<file path="config.mk">
export PLATFORM = sky130hd
export DESIGN_NAME = mil1553_relay_top
export DESIGN_NICKNAME = d
export VERILOG_FILES = /design/src/hw/mil1553_pkg.sv /design/src/hw/mil1553_if.sv /design/src/hw/mil1553_decoder.sv /design/src/hw/mil1553_msg_filter.sv /design/src/hw/mil1553_encoder.sv /design/src/hw/mil1553_apb_regs.sv /design/src/hw/mil1553_relay_top.sv
export VERILOG_INCLUDE_DIRS = /design/src /design/src/hw
export SDC_FILE = /design/constraint.sdc
export NUM_CORES = 1
export LEC_CHECK = 0
export ABC_AREA = 1
export BUFFER_PORTS_ARGS = -buffer_cell sky130_fd_sc_hd__buf_2
export CELL_PAD_IN_SITES_DETAIL_PLACEMENT = 1
export CELL_PAD_IN_SITES_GLOBAL_PLACEMENT = 1
export CORE_MARGIN = 1
export CORE_UTILIZATION = 34
export CTS_BUF_LIST = sky130_fd_sc_hd__clkbuf_8
export CTS_CLUSTER_DIAMETER = 40
export DETAILED_ROUTE_END_ITERATION = 10
export PLACE_DENSITY_LB_ADDON = 0.25
export SYNTH_ARGS = -nofsm -noshare
export SYNTH_HDL_FRONTEND = slang
export SYNTH_SLANG_ARGS = --single-unit
</file>
<file path="constraint.sdc">
create_clock -name enc_clk -period 3.54 [get_ports enc_clk]
set_clock_uncertainty 0.05 [all_clocks]
set_input_delay 0.354 -clock enc_clk [delete_from_list [all_inputs] [get_ports enc_clk]]
set_output_delay 0.354 -clock enc_clk [all_outputs]
set_load 0.02 [all_outputs]
</file>
<file path="src/hw/mil1553_settings.svh">
// ==============================
// 1553 relay constants
// bus timing, field widths and
// APB register offsets
// ==============================
`ifndef MIL1553_SETTINGS_SVH
`define MIL1553_SETTINGS_SVH

// enc_clk samples per 1553 bit time
`define MIL_SAMPLES_PER_BIT 8
// sync length in bit times
`define MIL_SYNC_BITS 3
`define MIL_WORD_BITS 16
// rt, subaddress and word count fields
`define MIL_FIELD_BITS 5
`define MIL_CNT_BITS 16

// apb bus widths
`define MIL_APB_AW 8
`define MIL_APB_DW 32

// register map, counters are read only
`define MIL_REG_CTRL   8'h00
`define MIL_REG_FILTER 8'h04
`define MIL_REG_SUBST  8'h08
`define MIL_REG_WORDS  8'h0C
`define MIL_REG_SUBSTS 8'h10
`define MIL_REG_PERR   8'h14

`endif

</file>
<file path="src/hw/mil1553_pkg.sv">
// ==============================
// 1553 relay types
// word union (command / data)
// word kind from the sync
// ==============================
`include "mil1553_settings.svh"

package mil1553_pkg;

   // one bus word, read as a command or as plain data
   typedef union packed {
      // command layout, msb first on the wire
      struct packed {
         logic [`MIL_FIELD_BITS-1:0] rt_address;
         logic                       tr;
         logic [`MIL_FIELD_BITS-1:0] sub_address;
         // word count, or mode code when sub is 0/31
         logic [`MIL_FIELD_BITS-1:0] dwcnt_mcode;
      } cmd;
      logic [`MIL_WORD_BITS-1:0] data;
   } mil1553_word_u;

   // sync polarity
   // positive first -> command, negative first -> data
   typedef enum logic {
      KIND_DATA = 1'b0,
      KIND_CMD  = 1'b1
   } mil1553_kind_e;

endpackage

</file>
<file path="src/hw/mil1553_if.sv">
// ==============================
// 1553 relay interfaces
// word_if: decoded word stream
// cfg_if: filter config, events
// ==============================
`include "mil1553_settings.svh"

// decoder to filter, no stall possible
interface mil1553_word_if import mil1553_pkg::*; ();
   // one cycle pulse, other fields sampled with it
   logic          valid;
   mil1553_kind_e kind;
   mil1553_word_u word;
   // odd parity failed on this word
   logic          parity_err;

   modport src (output valid, kind, word, parity_err);
   modport dst (input  valid, kind, word, parity_err);
endinterface

// registers to filter, event pulses back
interface mil1553_cfg_if ();
   logic                       filter_en;
   logic                       tr_check;
   logic [`MIL_FIELD_BITS-1:0] flt_rt;
   logic [`MIL_FIELD_BITS-1:0] flt_sub;
   logic                       flt_tr;
   logic [`MIL_WORD_BITS-1:0]  subst_data;
   // one cycle pulses
   logic                       word_evt;
   logic                       subst_evt;

   modport regs (
      output filter_en, tr_check, flt_rt, flt_sub, flt_tr, subst_data,
      input  word_evt, subst_evt
   );
   modport filt (
      input  filter_en, tr_check, flt_rt, flt_sub, flt_tr, subst_data,
      output word_evt, subst_evt
   );
endinterface

</file>
<file path="src/hw/mil1553_decoder.sv">
// ==============================
// 1553 receive side
// line synchronizer, sync hunt,
// manchester bit decode, parity
// ==============================
`include "mil1553_settings.svh"

module mil1553_decoder import mil1553_pkg::*; (
   input  logic        enc_clk,
   input  logic        reset_slow,
   input  logic        rx_p,
   input  logic        rx_n,
   mil1553_word_if.src wout
);
   localparam int SPB       = `MIL_SAMPLES_PER_BIT;
   localparam int HALF      = SPB / 2;
   localparam int SYNC_HALF = `MIL_SYNC_BITS * SPB / 2;
   // a data run is at most one bit time, so this still separates syncs
   localparam int SYNC_MIN  = SYNC_HALF - 2;
   localparam int NBITS     = `MIL_WORD_BITS + 1;
   localparam int PW        = $clog2(SPB);
   localparam int RW        = $clog2(SYNC_HALF) + 1;
   localparam int BW        = $clog2(NBITS);

   localparam logic [1:0] ST_HUNT  = 2'd0;
   localparam logic [1:0] ST_SYNC2 = 2'd1;
   localparam logic [1:0] ST_BITS  = 2'd2;

   logic [1:0]       p_sync;
   logic [1:0]       n_sync;
   logic [1:0]       state;
   logic             run_lvl;
   logic [RW-1:0]    run_cnt;
   logic [PW-1:0]    phase;
   logic [BW-1:0]    bit_cnt;
   mil1553_kind_e    kind_q;
   logic             first_half;
   logic [NBITS-1:0] shift_q;
   logic [NBITS-1:0] shift_nxt;
   logic             line;
   logic             line_ok;
   logic             mid_first;
   logic             mid_second;
   logic             bit_good;
   logic             word_done;

   // two flop synchronizer on both lines
   always_ff @(posedge enc_clk or posedge reset_slow) begin
      if (reset_slow) begin
         p_sync <= 2'b00;
         n_sync <= 2'b00;
      end else begin
         p_sync <= {p_sync[0], rx_p};
         n_sync <= {n_sync[0], rx_n};
      end
   end

   // line level, only valid when the pair is differential
   assign line    = p_sync[1];
   assign line_ok = p_sync[1] ^ n_sync[1];

   // half bit centres
   assign mid_first  = (state == ST_BITS) && (phase == PW'(HALF / 2));
   assign mid_second = (state == ST_BITS) && (phase == PW'(HALF + HALF / 2));
   // manchester needs a mid bit transition
   assign bit_good   = mid_second && line_ok && (line != first_half);
   assign word_done  = bit_good && (bit_cnt == BW'(NBITS - 1));
   assign shift_nxt  = {shift_q[NBITS-2:0], first_half};

   // ==============================
   // sync hunt and bit framing
   // ==============================
   always_ff @(posedge enc_clk or posedge reset_slow) begin
      if (reset_slow) begin
         state           <= ST_HUNT;
         run_lvl         <= 1'b0;
         run_cnt         <= '0;
         phase           <= '0;
         bit_cnt         <= '0;
         kind_q          <= KIND_DATA;
         wout.valid      <= 1'b0;
         wout.parity_err <= 1'b0;
      end else begin
         wout.valid      <= word_done;
         // odd parity over 16 data bits plus parity bit
         wout.parity_err <= word_done && !(^shift_nxt);
         case (state)
            ST_HUNT: begin
               if (!line_ok) begin
                  run_cnt <= '0;
               end else if (line == run_lvl) begin
                  // saturate, long idle high is harmless
                  if (run_cnt != '1) begin
                     run_cnt <= run_cnt + 1'b1;
                  end
               end else if (run_cnt >= RW'(SYNC_MIN)) begin
                  // long run then opposite level, sync second half
                  state   <= ST_SYNC2;
                  run_cnt <= RW'(1);
                  kind_q  <= run_lvl ? KIND_CMD : KIND_DATA;
               end else begin
                  run_lvl <= line;
                  run_cnt <= RW'(1);
               end
            end
            ST_SYNC2: begin
               if (!line_ok || (line == run_lvl)) begin
                  state   <= ST_HUNT;
                  run_cnt <= '0;
               end else if (run_cnt == RW'(SYNC_HALF - 1)) begin
                  state   <= ST_BITS;
                  phase   <= '0;
                  bit_cnt <= '0;
               end else begin
                  run_cnt <= run_cnt + 1'b1;
               end
            end
            ST_BITS: begin
               phase <= (phase == PW'(SPB - 1)) ? '0 : phase + 1'b1;
               if (mid_second) begin
                  // bad bit aborts, last bit ends the word early
                  if (!bit_good || word_done) begin
                     state   <= ST_HUNT;
                     run_cnt <= '0;
                  end else begin
                     bit_cnt <= bit_cnt + 1'b1;
                  end
               end
            end
            default: state <= ST_HUNT;
         endcase
      end
   end

   // data path, msb first
   always_ff @(posedge enc_clk) begin
      if (mid_first) begin
         first_half <= line;
      end
      if (bit_good) begin
         shift_q <= shift_nxt;
      end
      if (word_done) begin
         wout.word.data <= shift_nxt[NBITS-1:1];
         wout.kind      <= kind_q;
      end
   end

endmodule

</file>
<file path="src/hw/mil1553_msg_filter.sv">
// ==============================
// 1553 message filter
// command match, data countdown
// and data substitution
// ==============================
`include "mil1553_settings.svh"

module mil1553_msg_filter import mil1553_pkg::*; (
   input  logic          enc_clk,
   input  logic          reset_slow,
   mil1553_word_if.dst   win,
   mil1553_cfg_if.filt   cfg,
   output logic          enc_valid,
   output mil1553_kind_e enc_kind,
   output mil1553_word_u enc_word
);
   // countdown holds up to 32
   localparam int CW = `MIL_FIELD_BITS + 1;

   logic [CW-1:0] dw_left;
   logic          good;
   logic          is_cmd;
   logic          cmd_match;
   logic          do_subst;

   // bad parity words are dropped here
   assign good   = win.valid && !win.parity_err;
   assign is_cmd = (win.kind == KIND_CMD);

   // field compare, t/r only when asked for
   assign cmd_match = (win.word.cmd.rt_address == cfg.flt_rt) &&
                      (win.word.cmd.sub_address == cfg.flt_sub) &&
                      (!cfg.tr_check || (win.word.cmd.tr == cfg.flt_tr));

   assign do_subst = good && !is_cmd && cfg.filter_en && (dw_left != '0);

   always_ff @(posedge enc_clk or posedge reset_slow) begin
      if (reset_slow) begin
         dw_left       <= '0;
         enc_valid     <= 1'b0;
         cfg.word_evt  <= 1'b0;
         cfg.subst_evt <= 1'b0;
      end else begin
         enc_valid     <= good;
         cfg.word_evt  <= good;
         cfg.subst_evt <= do_subst;
         if (good && is_cmd) begin
            // any command restarts the count, a miss clears it
            if (cfg.filter_en && cmd_match) begin
               dw_left <= (win.word.cmd.dwcnt_mcode == '0) ?
                          CW'(1 << `MIL_FIELD_BITS) : {1'b0, win.word.cmd.dwcnt_mcode};
            end else begin
               dw_left <= '0;
            end
         end else if (good && (dw_left != '0)) begin
            dw_left <= dw_left - 1'b1;
         end
      end
   end

   // word to encoder, one cycle behind the decoder
   always_ff @(posedge enc_clk) begin
      if (win.valid) begin
         enc_kind      <= win.kind;
         enc_word.data <= do_subst ? cfg.subst_data : win.word.data;
      end
   end

endmodule

</file>
<file path="src/hw/mil1553_encoder.sv">
// ==============================
// 1553 transmit side
// manchester serializer
// sync, 16 data bits, parity
// ==============================
`include "mil1553_settings.svh"

module mil1553_encoder import mil1553_pkg::*; (
   input  logic          enc_clk,
   input  logic          reset_slow,
   input  logic          enc_valid,
   input  mil1553_kind_e enc_kind,
   input  mil1553_word_u enc_word,
   output logic          tx_p,
   output logic          tx_n,
   output logic          tx_busy
);
   localparam int SPB       = `MIL_SAMPLES_PER_BIT;
   localparam int HALF      = SPB / 2;
   localparam int SYNC_HALF = `MIL_SYNC_BITS * SPB / 2;
   localparam int NBITS     = `MIL_WORD_BITS + 1;
   // whole word in bit times, sync included
   localparam int TOTAL     = `MIL_SYNC_BITS + NBITS;
   localparam int PW        = $clog2(SPB);
   localparam int BW        = $clog2(TOTAL);

   logic [PW-1:0]    phase;
   logic [BW-1:0]    bt;
   logic [NBITS-1:0] shift_q;
   logic             sync_hi;
   logic             bit_end;
   logic             in_sync;
   logic             sync_first;
   logic             level;

   assign bit_end    = (phase == PW'(SPB - 1));
   assign in_sync    = (bt < BW'(`MIL_SYNC_BITS));
   // first 1.5 bit times of the sync
   assign sync_first = ((int'(bt) * SPB + int'(phase)) < SYNC_HALF);

   // data 1 is high then low
   always_comb begin
      if (in_sync) begin
         level = sync_first ? sync_hi : !sync_hi;
      end else begin
         level = shift_q[NBITS-1] ^ (phase >= PW'(HALF));
      end
   end

   // differential while busy, both low when idle
   assign tx_p = tx_busy & level;
   assign tx_n = tx_busy & ~level;

   // ==============================
   // bit timing
   // ==============================
   always_ff @(posedge enc_clk or posedge reset_slow) begin
      if (reset_slow) begin
         tx_busy <= 1'b0;
         phase   <= '0;
         bt      <= '0;
      end else if (!tx_busy) begin
         // a word offered while busy is lost
         if (enc_valid) begin
            tx_busy <= 1'b1;
            phase   <= '0;
            bt      <= '0;
         end
      end else begin
         phase <= bit_end ? '0 : phase + 1'b1;
         if (bit_end) begin
            if (bt == BW'(TOTAL - 1)) begin
               tx_busy <= 1'b0;
            end else begin
               bt <= bt + 1'b1;
            end
         end
      end
   end

   // load word plus odd parity, shift after each data bit
   always_ff @(posedge enc_clk) begin
      if (enc_valid && !tx_busy) begin
         shift_q <= {enc_word.data, ~^enc_word.data};
         sync_hi <= (enc_kind == KIND_CMD);
      end else if (tx_busy && bit_end && !in_sync) begin
         shift_q <= {shift_q[NBITS-2:0], 1'b0};
      end
   end

endmodule

</file>
<file path="src/hw/mil1553_apb_regs.sv">
// ==============================
// 1553 relay APB slave
// config registers, event
// counters, read mux
// ==============================
`include "mil1553_settings.svh"

module mil1553_apb_regs (
   input  logic                   enc_clk,
   input  logic                   reset_slow,
   input  logic                   psel,
   input  logic                   penable,
   input  logic                   pwrite,
   input  logic [`MIL_APB_AW-1:0] paddr,
   input  logic [`MIL_APB_DW-1:0] pwdata,
   output logic [`MIL_APB_DW-1:0] prdata,
   output logic                   pready,
   output logic                   pslverr,
   mil1553_cfg_if.regs            cfg,
   input  logic                   perr_evt
);
   localparam int NEVT = 3;

   logic                     access;
   logic                     wr_en;
   logic                     addr_hit;
   logic [NEVT-1:0]          evt;
   logic [`MIL_CNT_BITS-1:0] evt_cnt [NEVT];

   // access phase only, no wait states
   assign access  = psel & penable;
   assign wr_en   = access & pwrite;
   assign pready  = 1'b1;
   assign pslverr = access & ~addr_hit;

   // words, substitutions, parity drops
   assign evt = {perr_evt, cfg.subst_evt, cfg.word_evt};

   // ==============================
   // configuration writes
   // ==============================
   always_ff @(posedge enc_clk or posedge reset_slow) begin
      if (reset_slow) begin
         cfg.filter_en  <= 1'b0;
         cfg.tr_check   <= 1'b0;
         cfg.flt_rt     <= '0;
         cfg.flt_sub    <= '0;
         cfg.flt_tr     <= 1'b0;
         cfg.subst_data <= '0;
      end else if (wr_en) begin
         // counter offsets fall through untouched
         case (paddr)
            `MIL_REG_CTRL: begin
               cfg.filter_en <= pwdata[0];
               cfg.tr_check  <= pwdata[1];
            end
            `MIL_REG_FILTER: begin
               cfg.flt_rt  <= pwdata[4:0];
               cfg.flt_sub <= pwdata[9:5];
               cfg.flt_tr  <= pwdata[10];
            end
            `MIL_REG_SUBST: cfg.subst_data <= pwdata[15:0];
            default: ;
         endcase
      end
   end

   // wrapping event counters
   always_ff @(posedge enc_clk or posedge reset_slow) begin
      if (reset_slow) begin
         for (int i = 0; i < NEVT; i++) begin
            evt_cnt[i] <= '0;
         end
      end else begin
         for (int i = 0; i < NEVT; i++) begin
            if (evt[i]) begin
               evt_cnt[i] <= evt_cnt[i] + 1'b1;
            end
         end
      end
   end

   // read mux, also flags unmapped offsets
   always_comb begin
      prdata   = '0;
      addr_hit = 1'b1;
      case (paddr)
         `MIL_REG_CTRL:   prdata[1:0] = {cfg.tr_check, cfg.filter_en};
         `MIL_REG_FILTER: prdata[10:0] = {cfg.flt_tr, cfg.flt_sub, cfg.flt_rt};
         `MIL_REG_SUBST:  prdata[15:0] = cfg.subst_data;
         `MIL_REG_WORDS:  prdata[`MIL_CNT_BITS-1:0] = evt_cnt[0];
         `MIL_REG_SUBSTS: prdata[`MIL_CNT_BITS-1:0] = evt_cnt[1];
         `MIL_REG_PERR:   prdata[`MIL_CNT_BITS-1:0] = evt_cnt[2];
         default:         addr_hit = 1'b0;
      endcase
   end

endmodule

</file>
<file path="src/hw/mil1553_relay_top.sv">
// ==============================
// 1553 relay top level
// decoder, filter, encoder and
// APB registers
// ==============================
`include "mil1553_settings.svh"

module mil1553_relay_top import mil1553_pkg::*; (
   input  logic                   enc_clk,
   input  logic                   reset_slow,
   // bus in
   input  logic                   rx_p,
   input  logic                   rx_n,
   // APB3 slave
   input  logic                   psel,
   input  logic                   penable,
   input  logic                   pwrite,
   input  logic [`MIL_APB_AW-1:0] paddr,
   input  logic [`MIL_APB_DW-1:0] pwdata,
   output logic [`MIL_APB_DW-1:0] prdata,
   output logic                   pready,
   output logic                   pslverr,
   // bus out
   output logic                   tx_p,
   output logic                   tx_n,
   output logic                   tx_busy
);
   // filter to encoder
   logic          enc_valid;
   mil1553_kind_e enc_kind;
   mil1553_word_u enc_word;

   mil1553_word_if word_bus ();
   mil1553_cfg_if  cfg_bus ();

   mil1553_decoder u_dec (
      .enc_clk    (enc_clk),
      .reset_slow (reset_slow),
      .rx_p       (rx_p),
      .rx_n       (rx_n),
      .wout       (word_bus.src)
   );

   mil1553_msg_filter u_flt (
      .enc_clk    (enc_clk),
      .reset_slow (reset_slow),
      .win        (word_bus.dst),
      .cfg        (cfg_bus.filt),
      .enc_valid  (enc_valid),
      .enc_kind   (enc_kind),
      .enc_word   (enc_word)
   );

   mil1553_encoder u_enc (
      .enc_clk    (enc_clk),
      .reset_slow (reset_slow),
      .enc_valid  (enc_valid),
      .enc_kind   (enc_kind),
      .enc_word   (enc_word),
      .tx_p       (tx_p),
      .tx_n       (tx_n),
      .tx_busy    (tx_busy)
   );

   // parity drops counted straight from the decoder
   mil1553_apb_regs u_regs (
      .enc_clk    (enc_clk),
      .reset_slow (reset_slow),
      .psel       (psel),
      .penable    (penable),
      .pwrite     (pwrite),
      .paddr      (paddr),
      .pwdata     (pwdata),
      .prdata     (prdata),
      .pready     (pready),
      .pslverr    (pslverr),
      .cfg        (cfg_bus.regs),
      .perr_evt   (word_bus.parity_err)
   );

endmodule

</file>
Yosys cells after proc, flatten, opt, wreduce, memory -nomap -nowiden:

Cells that the tools add are included.

* register bits: 186
* input bits: 47
* output and inout port bits: 37

* add/subtract/negate cells: 10
* magnitude comparators: 4
* equal/unequal tests: 33
* muxes and demuxes: 50
* bitwise logic cells: 11
* reduce and logical (&&, ||, !) cells: 52

Operators by type and width (number)
* $mux W5: 15
* $add A16 B1 Y16 const B: 3
* $pmux W9 S5: 1
* $mux W17: 2
* $lt A32 B5 Y1 const B: 1
* $mux W6: 4
* $pmux W5 S4: 1
* $logic_and A1 B1 Y1: 18
* $mux W3: 6
* $reduce_xor A17 Y1: 1
* $eq A8 B4 Y1 const B: 2
* $eq A8 B5 Y1 const B: 2
* $mux W16: 1
* $reduce_xnor A16 Y1: 1
* $add A5 B1 Y5 const B: 3
* $pmux W5 S3: 1
* $mux W2: 7
* $ne A2 B2 Y1 const B: 6
* $pmux W2 S6: 1
* $eq A5 B5 Y1: 2
* $eq A5 B5 Y1 const B: 2
* $pmux W5 S2: 1
* $reduce_and A5 Y1: 2
* $add A8 B3 Y9: 1
* other kinds (37): 76

Longest topological paths before layout:

Gate-level depths: netlist of run 1.

* depth after elaboration: 9
* gate-level depth with buffers: 14
* depth with buffers taken out: 13

By module:

A second synthesis of run 1 with hierarchy kept.

* cells, all modules: 1324
* area, all modules: 10555.1 um^2

By module, submodules not included
* mil1553_apb_regs: instances 1, cells an instance 574, area an instance 4388.0 um^2, seq. area each 1926.8 um^2
* mil1553_decoder: instances 1, cells an instance 326, area an instance 2867.8 um^2, seq. area each 1596.5 um^2
* mil1553_msg_filter: instances 1, cells an instance 214, area an instance 1690.4 um^2, seq. area each 710.7 um^2
* mil1553_encoder: instances 1, cells an instance 210, area an instance 1609.0 um^2, seq. area each 765.7 um^2

Worst setup path after synthesis of run 1:

OpenSTA, ideal clock, no wires.

* path kind: flip-flop to flip-flop
* start point: reg u_dec.state[0]
* end point: reg u_dec.wout.kind (enable)
* setup time: 0.393 ns
* arrival: 1.816 ns
* required time: 3.097 ns
* slack: 1.280 ns
* cell stages (with the launch flop): 8
* buffers on the path: 1
* clock period less this slack: 2.260 ns
* cell sequence: dfrtp_1 inv_1 ha_1 buf_2 inv_1 nor2_1 nand3_1 nor2_1

* cells in the longest elaborated chain, start to end: 5

Ends and longest elaborated chain
* start, declared: RTL line mil1553_decoder.sv:31 `logic [1:0] state;`
* start signal, assigned: RTL line mil1553_decoder.sv:75 `state <= ST_HUNT;`
* start signal, assigned: RTL line mil1553_decoder.sv:98 `state <= ST_SYNC2;`
* start signal, assigned: RTL line mil1553_decoder.sv:108 `state <= ST_HUNT;`
* $eq A2 B2 Y1: RTL line mil1553_decoder.sv:64 `assign mid_second = (state == ST_BITS) && (phase == PW'(HALF + HALF / 2));`
* $logic_and A1 B1 Y1: RTL line mil1553_decoder.sv:64
* $logic_and A1 B1 Y1 (2 in series): RTL line mil1553_decoder.sv:66 `assign bit_good = mid_second && line_ok && (line != first_half);`
* $logic_and A1 B1 Y1: RTL line mil1553_decoder.sv:67 `assign word_done = bit_good && (bit_cnt == BW'(NBITS - 1));`
* via u_dec.word_done: RTL line mil1553_decoder.sv:45 `logic word_done;`
* end signal, assigned: RTL line mil1553_decoder.sv:145 `wout.kind <= kind_q;`
* end, declared: RTL line mil1553_if.sv:17 `modport src (output valid, kind, word, parity_err);`

The timed path passes the listed nets, and every way through them passes these cells.
A chain may end at the register's enable or synchronous reset.

Final worst setup path of run 1:

* start point: in paddr[0]
* end point: out prdata[13]

* cells in the longest elaborated chain, start to end: 2

Ends and longest elaborated chain
* start, declared: RTL line mil1553_relay_top.sv:18 `` input logic [`MIL_APB_AW-1:0] paddr, ``
* $eq A8 B5 Y1 / $eq A8 B4 Y1 (equally long branches): RTL line mil1553_apb_regs.sv:87 `case (paddr)`
* $pmux W5 S4 (*): RTL line mil1553_apb_regs.sv:87
* end, declared: RTL line mil1553_relay_top.sv:20 `` output logic [`MIL_APB_DW-1:0] prdata, ``

Every way passes the cells marked *; elsewhere a longest branch is shown, timed or not.

==> results of run 1 <==
## power groups by stage
| stage | sequential, mW | clock [mW] | combinational [mW] |
|---|---|---|---|
| after floorplan | 2.33 | 0 | 0.325 |
| after global placement | 2.34 | 0 | 0.411 |
| after detailed placement | 2.34 | 0 | 0.419 |
| after CTS | 2.30 | 1.56 | 0.424 |
| after global routing | 2.30 | 1.65 | 0.481 |
| final | 2.30 | 1.51 | 0.412 |
## routing by layer
layer	vias up	share of wire [%]	track usage (%)
li1	3663	-	-
met1	3554	50	25.4
met2	69	46	28.0
met3	19	2.5	3.05
met4	0	1.2	4.94
met5	-	0	0
## cell families after synthesis
| group | count (synthesis) |
|---|---|
| AND/OR/NAND/NOR | 512 |
| flip-flops | 186 |
| multiplexers | 1 |
| buffers and inverters | 195 |
| XOR/XNOR | 70 |
| other | 2 |
| adder cells (fa/ha/maj) | 21 |
| AO/OA/AOI/OAI | 138 |
## registers in the layout, summed over array words and instances (netlist names), 6 cells and up
signal	count
u_dec.shift_q	16
u_dec.wout.word	16
u_enc.shift_q	17
u_flt.dw_left	6
u_flt.enc_word	16
u_regs.cfg.subst_data	16
u_regs.evt_cnt	48
## layout by cell type (no fill, tap or decap), drive strengths merged
cell type / Yosys / final
a21oi: 29 / 29
a31oi: 1 / 1
a41oi: 1 / 1
and3: 2 / 2
buf: 29 / 56
bufinv: 0 / 3
clkbuf: 6 / 17
clkinv: 1 / 6
clkinvlp: 0 / 1
conb: 2 / 17
dfrtp: 117 / 117
dlygate4sd3: 0 / 3
edfxtp: 69 / 69
ha: 21 / 21
inv: 159 / 165
mux2: 1 / 1
nand2: 345 / 345
nand3: 42 / 42
nand4: 12 / 12
nor2: 79 / 79
nor3: 25 / 25
nor4: 3 / 3
o2111ai: 2 / 2
o211ai: 1 / 1
o21ai: 87 / 87
o221ai: 2 / 2
o22ai: 15 / 15
or2: 4 / 4
xnor2: 17 / 17
xor2: 53 / 53
## worst max-delay path, cell delays in order
cell     delay, ps
buf_2          100
inv_1           40
nand2_1         90
nor3_1         250
nand2_1        400
inv_1          330
nand2_1         80
o21ai_0         90
a21oi_1         90
o21ai_0        110
buf_2          200
## worst max path at each step
stage / from / endpoint / depth (start not counted)
finish: paddr[0] / prdata[13] / 11
global route: u_flt.cfg.word_evt / u_enc.shift_q[0] / 5
CTS: u_flt.cfg.word_evt / u_enc.shift_q[14] / 5
detailed placement: u_flt.cfg.word_evt / u_enc.shift_q[5] / 5
global placement: u_flt.cfg.word_evt / u_enc.shift_q[4] / 5
floorplan: reset_slow / u_dec.bit_cnt[0] / 1
## stage by stage
| step | worst slack, ps | std cells | utilization [%] | hold WS, ps |
|---|---|---|---|---|
| 3_5_place_dp | 980 | 1539 | 36.9 | 286 |
| 6_report | 994 | 1574 | 38.4 | 72.0 |
| 2_1_floorplan | 35.2 | 1140 | - | 281 |
| 4_1_cts | 955 | 1574 | 38.4 | 34.2 |
| 5_1_grt | 764 | 1574 | 38.4 | 43.8 |
| 3_3_place_gp | 1000 | 1539 | 36.9 | 284 |
## layout make-up
class                           instances  area share, %
Multi-Input combinational cell        759           36.1
Tap cell                              378           4.43
Timing Repair Buffer                   59           3.16
Inverter                              160           5.65
Clock inverter                         15           1.61
Clock buffer                           17           2.19
Sequential cell                       186           46.8
==> results by group, run 1 <==
Synthesis
  – Largest family of logic cells by synthesized area: simple AND/OR/NAND/NOR gates
  – XOR/XNOR share of the synthesized area: 6.45%
  – Post-synth top area share: 30.4%
  – Ranking of synthesized cells by area: dfrtp_1 (30%), edfxtp_1 (22%), nand2_1 (13%)
  – Avg Inst Size Synth: 8.56 um2
  – Simple-gate share of the synthesized area: 22.4%
  – Cells after Synth: 1125
  – Seq/Total Area, Yosys: 51.9%
  – Post-synthesis register bit count: 186
  – Top cells by count, synth: nand2_1 (338), inv_1 (154), dfrtp_1 (117), nor2_1 (76), o21ai_0 (72)
  – Yosys warning total: 0
  – Primary FF master, synth: dfrtp_1
  – Synth async-reset ratio: 62.9%
  – Post-synth EDFFs: 69
  – Most frequent cell after synthesis: nand2_1
  – Mapped Area: 0.00963 mm2
  – Multiplexer share of the synthesized area: 0.117%
  – Synth Area in Compound Gates: 7.76%
  – Synth Area in Adders: 2.73%
  – Largest area contributor in the netlist: dfrtp_1
  – Count of cell types in the netlist: 42

Drt
  – Number of vias per cell: 4.64
  – Via count: 7305
  – # DRC: 0
  – Final ANT Viol Nets: 0
  – Drt pass-1 iters: 4
  – Wirelength, routed: 24.0 mm
  – DRT iter0 DRCs: 417
  – Routed WL per cell: 15.3 um

Worst setup path
  – WP data required: 3140 ps
  – Crit Path Max Fanout: 14
  – Critical path capture point type: output pin
  – RR Endpoint: u_enc.shift_q[14]
  – R2R Setup Slk: 1040 ps
  – Worst setup SP type: input port
  – Worst r2r src: u_flt.cfg.word_evt
  – R2R depth: 5
  – Critical path arrival: 2140 ps
  – Critical path class: in2out

Pwr
  – Leak: 5.00 nW
  – Pint: 3.08 mW
  – Final Power: 4.22 mW
  – Sequential share of power: 54.5%
  – Maximum vdd drop: 226 uV
  – Power Density: 395 mW/mm2
  – Sw Pwr: 1.13 mW
  – Sw Ratio: 26.9%
  – Combinational group share of total power: 9.8%
  – Clock share of power: 35.8%

STA
  – Crit share post-route: 71.9%
  – Fmax achieved: 393 MHz
  – Final Hold Fails: 0
  – Final min period: 2550 ps
  – Setup TNS: 0 ps
  – Slew of the pin with the lowest slew margin: 769 ps
  – Rel. slew slack: 48.7%
  – Max-slew violations: 0
  – Count of final setup violators: 0
  – RSZ-0062 raised after global routing: false

Flow run
  – Max cap viols: 0

Hold path
  – Min-Delay Path Class: in2reg
  – Worst hold start: pwdata[11]
  – Hold EP: u_regs.cfg.subst_data[11]
  – Worst Hold Depth: 3

Outcome
  – Status: finished clean

Finish
  – Share of layout cells above drive strength 1: 9.78%
  – Nets: 1251
  – Layout area overhead: 10.9%
  – Post-route cell area: 0.0107 mm2
  – Multi-input logic area: 0.00386 mm2
  – Diodes inserted: 0
  – Reg area: 0.00500 mm2
  – Fillers: 3397

CTS
  – CTS tree: done
  – CTS sink count: 186
  – Worst-Skew Late Latency: 480 ps
  – Clock Root Buffer: clkbuf_8
  – Maximum clock path buffer count: 2
  – Post-CTS Setup Bufs: 0
  – H-tree Lvls: 4
  – Inserted Clock Buffers: 17
  – Cts repair resizes: 0
  – Worst-path clk slew: 90 ps
  – Hold buffers post-CTS: 3

Floorplan
  – Starting density of the core: 34.6%
  – IO Count: 84
  – CORE AREA: 0.0278 mm2
  – Die X: 170 um
  – Die height: 170 um
  – Num rows: 61
  – Die area: 0.0290 mm2

Global routing
  – Vias in the first global route: 7495
  – Grt ovf: 0
  – Largest net degree at the start of global routing: 58
  – First-pass GRT wire length: 39.9 mm
  – GRT Total Usage: 17.9%
  – Initial antenna violation count: 0

Placed design
  – Post-DP HPWL: 18.4 mm
  – Placed cell areas: 0.0102 mm2
  – IO buf count: 50
  – Final Wtd Congestion: 0.826
(Power assumes the default switching activity.)
==> run 2, diff against run 1 <==
==> constraint.sdc (replaced) <==
create_clock -name enc_clk -period 2.05 [get_ports enc_clk]
set_clock_uncertainty 0.05 [all_clocks]
set_input_delay 0.205 -clock enc_clk [delete_from_list [all_inputs] [get_ports enc_clk]]
set_output_delay 0.205 -clock enc_clk [all_outputs]
set_load 0.02 [all_outputs]
==> results by group, run 2 (synthesis gave the netlist of run 1 again) <==
STA
  – Crit share post-route: 93.5%
  – Max-slew violations: 0 (unchanged)
  – Final min period: 1920 ps
  – Hold WS: 2.80 ps (was 72.0 ps)
  – Final Hold Fails: 0 (unchanged)
  – Setup TNS: 0 ps (unchanged)
  – Count of final setup violators: 0 (unchanged)
  – Fmax achieved: 522 MHz

Finish
  – Commonest cells after routing, fill and taps aside: nand2_1 (338), inv_1 (149), dfrtp_1 (116) (was nand2_1 (338), inv_1 (154), dfrtp_1 (117))
  – Nets: 1285 (was 1251)
  – Diodes inserted: 0 (unchanged)
  – Biggest register: u_regs.evt_cnt (unchanged)
  – Share of layout cells above drive strength 1: 12.4% (was 9.78%)
  – Multi-input logic area: 0.00389 mm2 (was 0.00386 mm2)
  – Commonest non-fill, non-tap cell in the layout: nand2_1 (unchanged)
  – Max reg flops: 48 (unchanged)
  – Fillers: 3388 (was 3397)
  – Layout area overhead: 14.4% (was 10.9%)
  – Reg area: 0.00500 mm2 (about the same)
  – Biggest regs: u_regs.evt_cnt: 48 flops, u_enc.shift_q: 17 flops (unchanged)

Drt
  – Drt pass-1 iters: 4 (unchanged)
  – Routed WL per cell: 15.2 um (was 15.3 um)
  – Number of vias per cell: 4.64 (about the same)
  – # DRC: 0 (unchanged)
  – Wirelength, routed: 24.4 mm (was 24.0 mm)
  – Final ANT Viol Nets: 0 (unchanged)
  – DRT iter0 DRCs: 440 (was 417)
  – Via count: 7460 (was 7305)

Worst setup path
  – Critical path class: reg2out (was in2out)
  – Crit Path Max Fanout: 6 (was 14)
  – Worst setup SP type: register (was input port)
  – R2R depth: 9 (was 5)
  – R2R Setup Slk: 230 ps (was 1040 ps)
  – Crit path cell chain: inv_2, o2111ai_4, nand2_1, o21ai_2, inv_1, nor2_1, buf_4 (was buf_2, inv_1, nand2_1, nor3_1, nand2_1, inv_1, nand2_1, o21ai_0, a21oi_1, o21ai_0, buf_2)
  – Highest-delay cell along the critical path: dfrtp_2 (was nand2_1)
  – Worst r2r src: u_regs.evt_cnt[1] (was u_flt.cfg.word_evt)
  – Critical path buffer and inverter count: 3 (was 4)
  – Max stage delay on crit path: 440 ps (was 400 ps)
  – Critical path capture point type: output pin (unchanged)
  – Critical path arrival: 1660 ps (was 2140 ps)
  – Critical path depth in cells: 7 (was 11)
  – RR Endpoint: u_regs.evt_cnt[10] (was u_enc.shift_q[14])
  – CP delay by family, top: flip-flops (was simple AND/OR/NAND/NOR gates)
  – WP data required: 1790 ps (was 3140 ps)

Placed design
  – Final Wtd Congestion: 0.804 (was 0.826)
  – Post-DP HPWL: 18.7 mm (was 18.4 mm)
  – IO buf count: 50 (unchanged)

CTS
  – H-tree Lvls: 4 (unchanged)
  – Worst-Skew Late Latency: 490 ps (was 480 ps)
  – Clock Root Buffer: clkbuf_8 (unchanged)
  – CTS sink count: 186 (unchanged)
  – Maximum clock path buffer count: 2 (unchanged)
  – Inserted Clock Buffers: 17 (unchanged)
  – Worst-path clk slew: 90 ps (about the same)
  – CTS tree: done (unchanged)

Global routing
  – Largest net degree at the start of global routing: 67 (was 58)
  – Vias in the first global route: 7582 (was 7495)
  – Initial antenna violation count: 0 (unchanged)
  – First-pass GRT wire length: 39.8 mm (was 39.9 mm)
  – Grt ovf: 0 (unchanged)
  – GRT Total Usage: 17.9% (about the same)

Floorplan
  – Die area: 0.0290 mm2 (unchanged)
  – CORE AREA: 0.0278 mm2 (unchanged)
  – Num rows: 61 (unchanged)
  – Starting density of the core: 34.6% (unchanged)
  – Die X: 170 um (unchanged)
  – Die height: 170 um (unchanged)
  – IO Count: 84 (unchanged)

Hold path
  – Worst hold start: pwdata[7] (was pwdata[11])
  – Hold EP: u_regs.cfg.subst_data[7] (was u_regs.cfg.subst_data[11])
  – Min-Delay Path Class: in2reg (unchanged)
  – Worst Hold Depth: 3 (unchanged)

Pwr
  – Maximum vdd drop: 339 uV (was 226 uV)
  – Leak: 5.15 nW (was 5.00 nW)
  – Power Density: 645 mW/mm2 (was 395 mW/mm2)

Flow run
  – Max cap viols: 0 (unchanged)

Outcome
  – Status: finished clean (unchanged)
-- run 2: through the flow --
step / instance area (um2) / total power [mW] / setup slack, ps / instances / util (%)
after floorplan: 9690 / 4.59 / -11.1 / 1140 / -
after global placement: 10400 / 4.76 / 148 / 1557 / 37.5
after detailed placement: 10400 / 4.78 / 104 / 1557 / 37.5
after CTS: 10900 / 7.22 / 9.74 / 1604 / 39.4
after global routing: 11000 / 7.44 / -15.2 / 1608 / 39.6
final: 11000 / 7.11 / 133 / 1608 / 39.6
-- run 2: worst max path at each step --
stage	end	start	slack, ps
global placement	prdata[6]	paddr[0]	150
detailed placement	prdata[6]	paddr[1]	100
CTS	tx_p	u_enc.bt[1]	10
floorplan	u_dec.bit_cnt[3]	u_dec.state[0]	-10
global route	tx_p	u_enc.bt[0]	-20
finish	tx_p	u_enc.bt[0]	130
-- run 2: tightest hold or removal path, stage by stage --
cell and delay (ps):
buf_2 70, inv_1 60, o21ai_0 150
-- run 2: what timing repair did --
item	CTS	global route
setup buffers	0	4
resized for setup	2	12
endpoints found under the hold margin	138	0
pin swaps	0	3
setup endpoints to repair	2	12
hold buffers	15	0
-- run 2: power breakdown --
| group | internal [mW] | switching [mW] | leakage (nW) | total, mW |
|---|---|---|---|---|
| combinational | 0.242 | 0.504 | 2.80 | 0.747 |
| sequential | 3.90 | 0.0674 | 2.16 | 3.97 |
| clock | 0.938 | 1.46 | 0.188 | 2.39 |
| total | 5.08 | 2.03 | 5.15 | 7.11 |
-- run 2: metal layers --
layer | wire [um] | part of all wire, % | track usage (%)
met1 | 12100 | 49 | 24.9
met2 | 11300 | 46 | 28.7
met3 | 667 | 2.7 | 2.77
met4 | 359 | 1.5 | 5.25
met5 | 0 | 0 | 0
-- run 2: layout make-up --
cell class	count	area share [%]
well taps	378	4.30
repair buffers	93	6.02
clock buffers	19	2.38
clock inverters	13	0.989
flip-flops and latches	186	45.4
inverters	160	5.51
multi-input cells	759	35.4
==> run 3, diff against run 2 <==
==> constraint.sdc (replaced) <==
create_clock -name enc_clk -period 2.05 [get_ports enc_clk]
set_clock_uncertainty 0.05 [all_clocks]
set_input_delay 0 -clock enc_clk [delete_from_list [all_inputs] [get_ports enc_clk]]
set_output_delay 0 -clock enc_clk [all_outputs]
set_load 0.02 [all_outputs]
==> results by group, run 3 (synthesis gave the netlist of run 1 again) <==
STA
  – Setup TNS: 0 ps (unchanged)
  – Fmax achieved: 534 MHz (was 522 MHz)
  – Final Hold Fails: 0 (unchanged)
  – Max-slew violations: 0 (unchanged)
  – Post-route setup slack: 177 ps (was 133 ps)
  – Final min period: 1870 ps (was 1920 ps)
  – Count of final setup violators: 0 (unchanged)
  – RSZ-0062 raised after global routing: false
  – Crit share post-route: 91.4% (was 93.5%)

Pwr
  – Sw Ratio: 25.7% (was 28.5%)
  – Clock share of power: 35.9% (was 33.7%)
  – Maximum vdd drop: 366 uV (was 339 uV)
  – Sw Pwr: 1.89 mW (was 2.03 mW)
  – Leak: 5.17 nW (was 5.15 nW)
  – Combinational group share of total power: 10.2% (was 10.5%)
  – Sequential share of power: 53.9% (was 55.8%)
  – Pint: 5.47 mW (was 5.08 mW)
  – Power Density: 668 mW/mm2 (was 645 mW/mm2)

Global routing
  – First-pass GRT wire length: 41.0 mm (was 39.8 mm)
  – Vias in the first global route: 7633 (was 7582)
  – Grt ovf: 0 (unchanged)
  – Initial antenna violation count: 0 (unchanged)
  – Largest net degree at the start of global routing: 53 (was 67)
  – GRT Total Usage: 18.5% (was 17.9%)

Finish
  – Biggest regs: u_regs.evt_cnt: 48 flops, u_enc.shift_q: 17 flops (unchanged)
  – Layout area overhead: 14.5% (was 14.4%)
  – Core Util, Final: 39.7% (was 39.6%)
  – Commonest cells after routing, fill and taps aside: nand2_1 (338), inv_1 (158), dfrtp_1 (116) (was nand2_1 (338), inv_1 (149), dfrtp_1 (116))
  – Fillers: 3347 (was 3388)
  – Non-filler cells, final: 1608 (unchanged)
  – Max reg flops: 48 (unchanged)
  – Commonest non-fill, non-tap cell in the layout: nand2_1 (unchanged)
  – Biggest register: u_regs.evt_cnt (unchanged)
  – Share of layout cells above drive strength 1: 10.8% (was 12.4%)
  – Nets: 1285 (unchanged)
  – Diodes inserted: 0 (unchanged)

Floorplan
  – CORE AREA: 0.0278 mm2 (unchanged)
  – Num rows: 61 (unchanged)
  – Die X: 170 um (unchanged)
  – Die height: 170 um (unchanged)
  – Starting density of the core: 34.6% (unchanged)
  – IO Count: 84 (unchanged)
  – Die area: 0.0290 mm2 (unchanged)

Hold path
  – Worst Hold Depth: 6 (was 3)
  – Hold EP: u_regs.cfg.tr_check (was u_regs.cfg.subst_data[7])
  – Min-Delay Path Class: in2reg (unchanged)
  – Worst hold start: paddr[5] (was pwdata[7])

Placed design
  – Post-DP HPWL: 18.9 mm (was 18.7 mm)
  – Placed insts: 1554 (was 1557)
  – Final Wtd Congestion: 0.834 (was 0.804)
  – IO buf count: 50 (unchanged)
  – Post-place setup slack: 200 ps (was 104 ps)

Flow run
  – Max cap viols: 0 (unchanged)

Worst setup path
  – R2R Setup Slk: 180 ps (was 230 ps)
  – Critical path arrival: 2200 ps (was 1660 ps)
  – Highest-delay cell along the critical path: dfrtp_1 (was dfrtp_2)
  – Worst setup SP type: register (unchanged)
  – Max stage delay on crit path: 430 ps (was 440 ps)
  – CP delay by family, top: simple AND/OR/NAND/NOR gates (was flip-flops)
  – Crit path cell chain: ha_1, nand3_1, nor2_1, nand2_1, nor2_1, nand4_1, nor2_2, nand2_1, nand2_1, nand2_1 (was inv_2, o2111ai_4, nand2_1, o21ai_2, inv_1, nor2_1, buf_4)
  – R2R depth: 10 (was 9)
  – Critical path buffer and inverter count: 0 (was 3)
  – Critical path class: reg2reg (was reg2out)
  – Crit Path Max Fanout: 4 (was 6)
  – Critical path capture point type: register (was output pin)
  – CP Launch Point: u_regs.evt_cnt[0] (was u_enc.bt[0])
  – RR Endpoint: u_regs.evt_cnt[14] (was u_regs.evt_cnt[10])
  – Worst r2r src: u_regs.evt_cnt[0] (was u_regs.evt_cnt[1])
  – Most used cell, CP: nand2_1
  – WP data required: 2380 ps (was 1790 ps)

CTS
  – Worst-path clk slew: 90 ps (about the same)
  – CTS tree: done (unchanged)
  – CTS sink count: 186 (unchanged)
  – Maximum clock path buffer count: 2 (unchanged)
  – Worst-Skew Late Latency: 480 ps (was 490 ps)
  – Clock Root Buffer: clkbuf_8 (unchanged)
  – Inserted Clock Buffers: 17 (unchanged)
  – H-tree Lvls: 4 (unchanged)

Drt
  – DRT iter0 DRCs: 421 (was 440)
  – Final ANT Viol Nets: 0 (unchanged)
  – # DRC: 0 (unchanged)
  – Via count: 7485 (was 7460)
  – Wirelength, routed: 24.6 mm (was 24.4 mm)
  – Number of vias per cell: 4.65 (was 4.64)
  – Drt pass-1 iters: 5 (was 4)
  – Routed WL per cell: 15.3 um (was 15.2 um)

Outcome
  – Status: finished clean (unchanged)
==> run 3: cell count changes in the layout (fill, tap and decap cells not counted), sizes merged <==
| cell | change |
|---|---|
| buf | -7 |
| bufinv | +3 |
| clkbuf | +2 |
| clkinv | -1 |
| clkinvlp | -1 |
| dlygate4sd3 | +7 |
| inv | -3 |
==> run 3: power groups by stage <==
stage                     combinational [mW]  sequential, mW  clock (mW)
after floorplan                        0.561            4.03           0
after global placement                 0.714            4.04           0
after detailed placement               0.730            4.05           0
after CTS                              0.766            3.97        2.73
after global routing                   0.865            3.98        2.86
final                                  0.750            3.97        2.64
==> run 3: what timing repair did <==
item | CTS | global route
resized for setup | 0 | 4
setup endpoints to repair | 0 | 3
setup buffers | 0 | 0
endpoints found under the hold margin | 148 | 0
hold buffers | 22 | 0
==> run 3: cell type report <==
type,count,area (um2),area share [%]
flip-flops and latches,186,5000,45.4
clock buffers,21,289,2.62
well taps,378,473,4.29
clock inverters,11,130,1.18
multi-input cells,759,3870,35.1
inverters,160,604,5.48
repair buffers,93,653,5.93
==> run 3: worst min-delay path: cells and delay by family <==
| kind | cells | cell delay (ps) |
|---|---|---|
| AO/OA/AOI/OAI | 1 | 90 |
| buffers and inverters | 2 | 190 |
| AND/OR/NAND/NOR | 3 | 250 |
==> run 3: how the worst max path moves through the flow <==
stage,cells past startpoint,endpoint,slack [ps]
after floorplan,12,u_dec.bit_cnt[3],-10
after global placement,10,u_regs.evt_cnt[14],210
after detailed placement,10,u_regs.evt_cnt[14],200
after global routing,10,u_regs.evt_cnt[14],20
final,10,u_regs.evt_cnt[14],180
after CTS,11,u_dec.state[1],180
==> run 3: stage by stage <==
| step | power (mW) | area (um2) | hold WS, ps |
|---|---|---|---|
| floorplan | 4.59 | 9690 | -18.6 |
| global placement | 4.76 | 10400 | -32.9 |
| detailed placement | 4.78 | 10400 | -27.7 |
| CTS | 7.46 | 11000 | 16.0 |
| global route | 7.70 | 11000 | 60.8 |
| finish | 7.36 | 11000 | 44.1 |
==> run 3: layer usage <==
layer  up-vias  track usage, %  share of wire, %
li1       3728               -                 -
met1      3651            25.6                49
met2        87            29.8                47
met3        19            3.19               3.1
met4         0            4.78               1.2
met5         -               0                 0
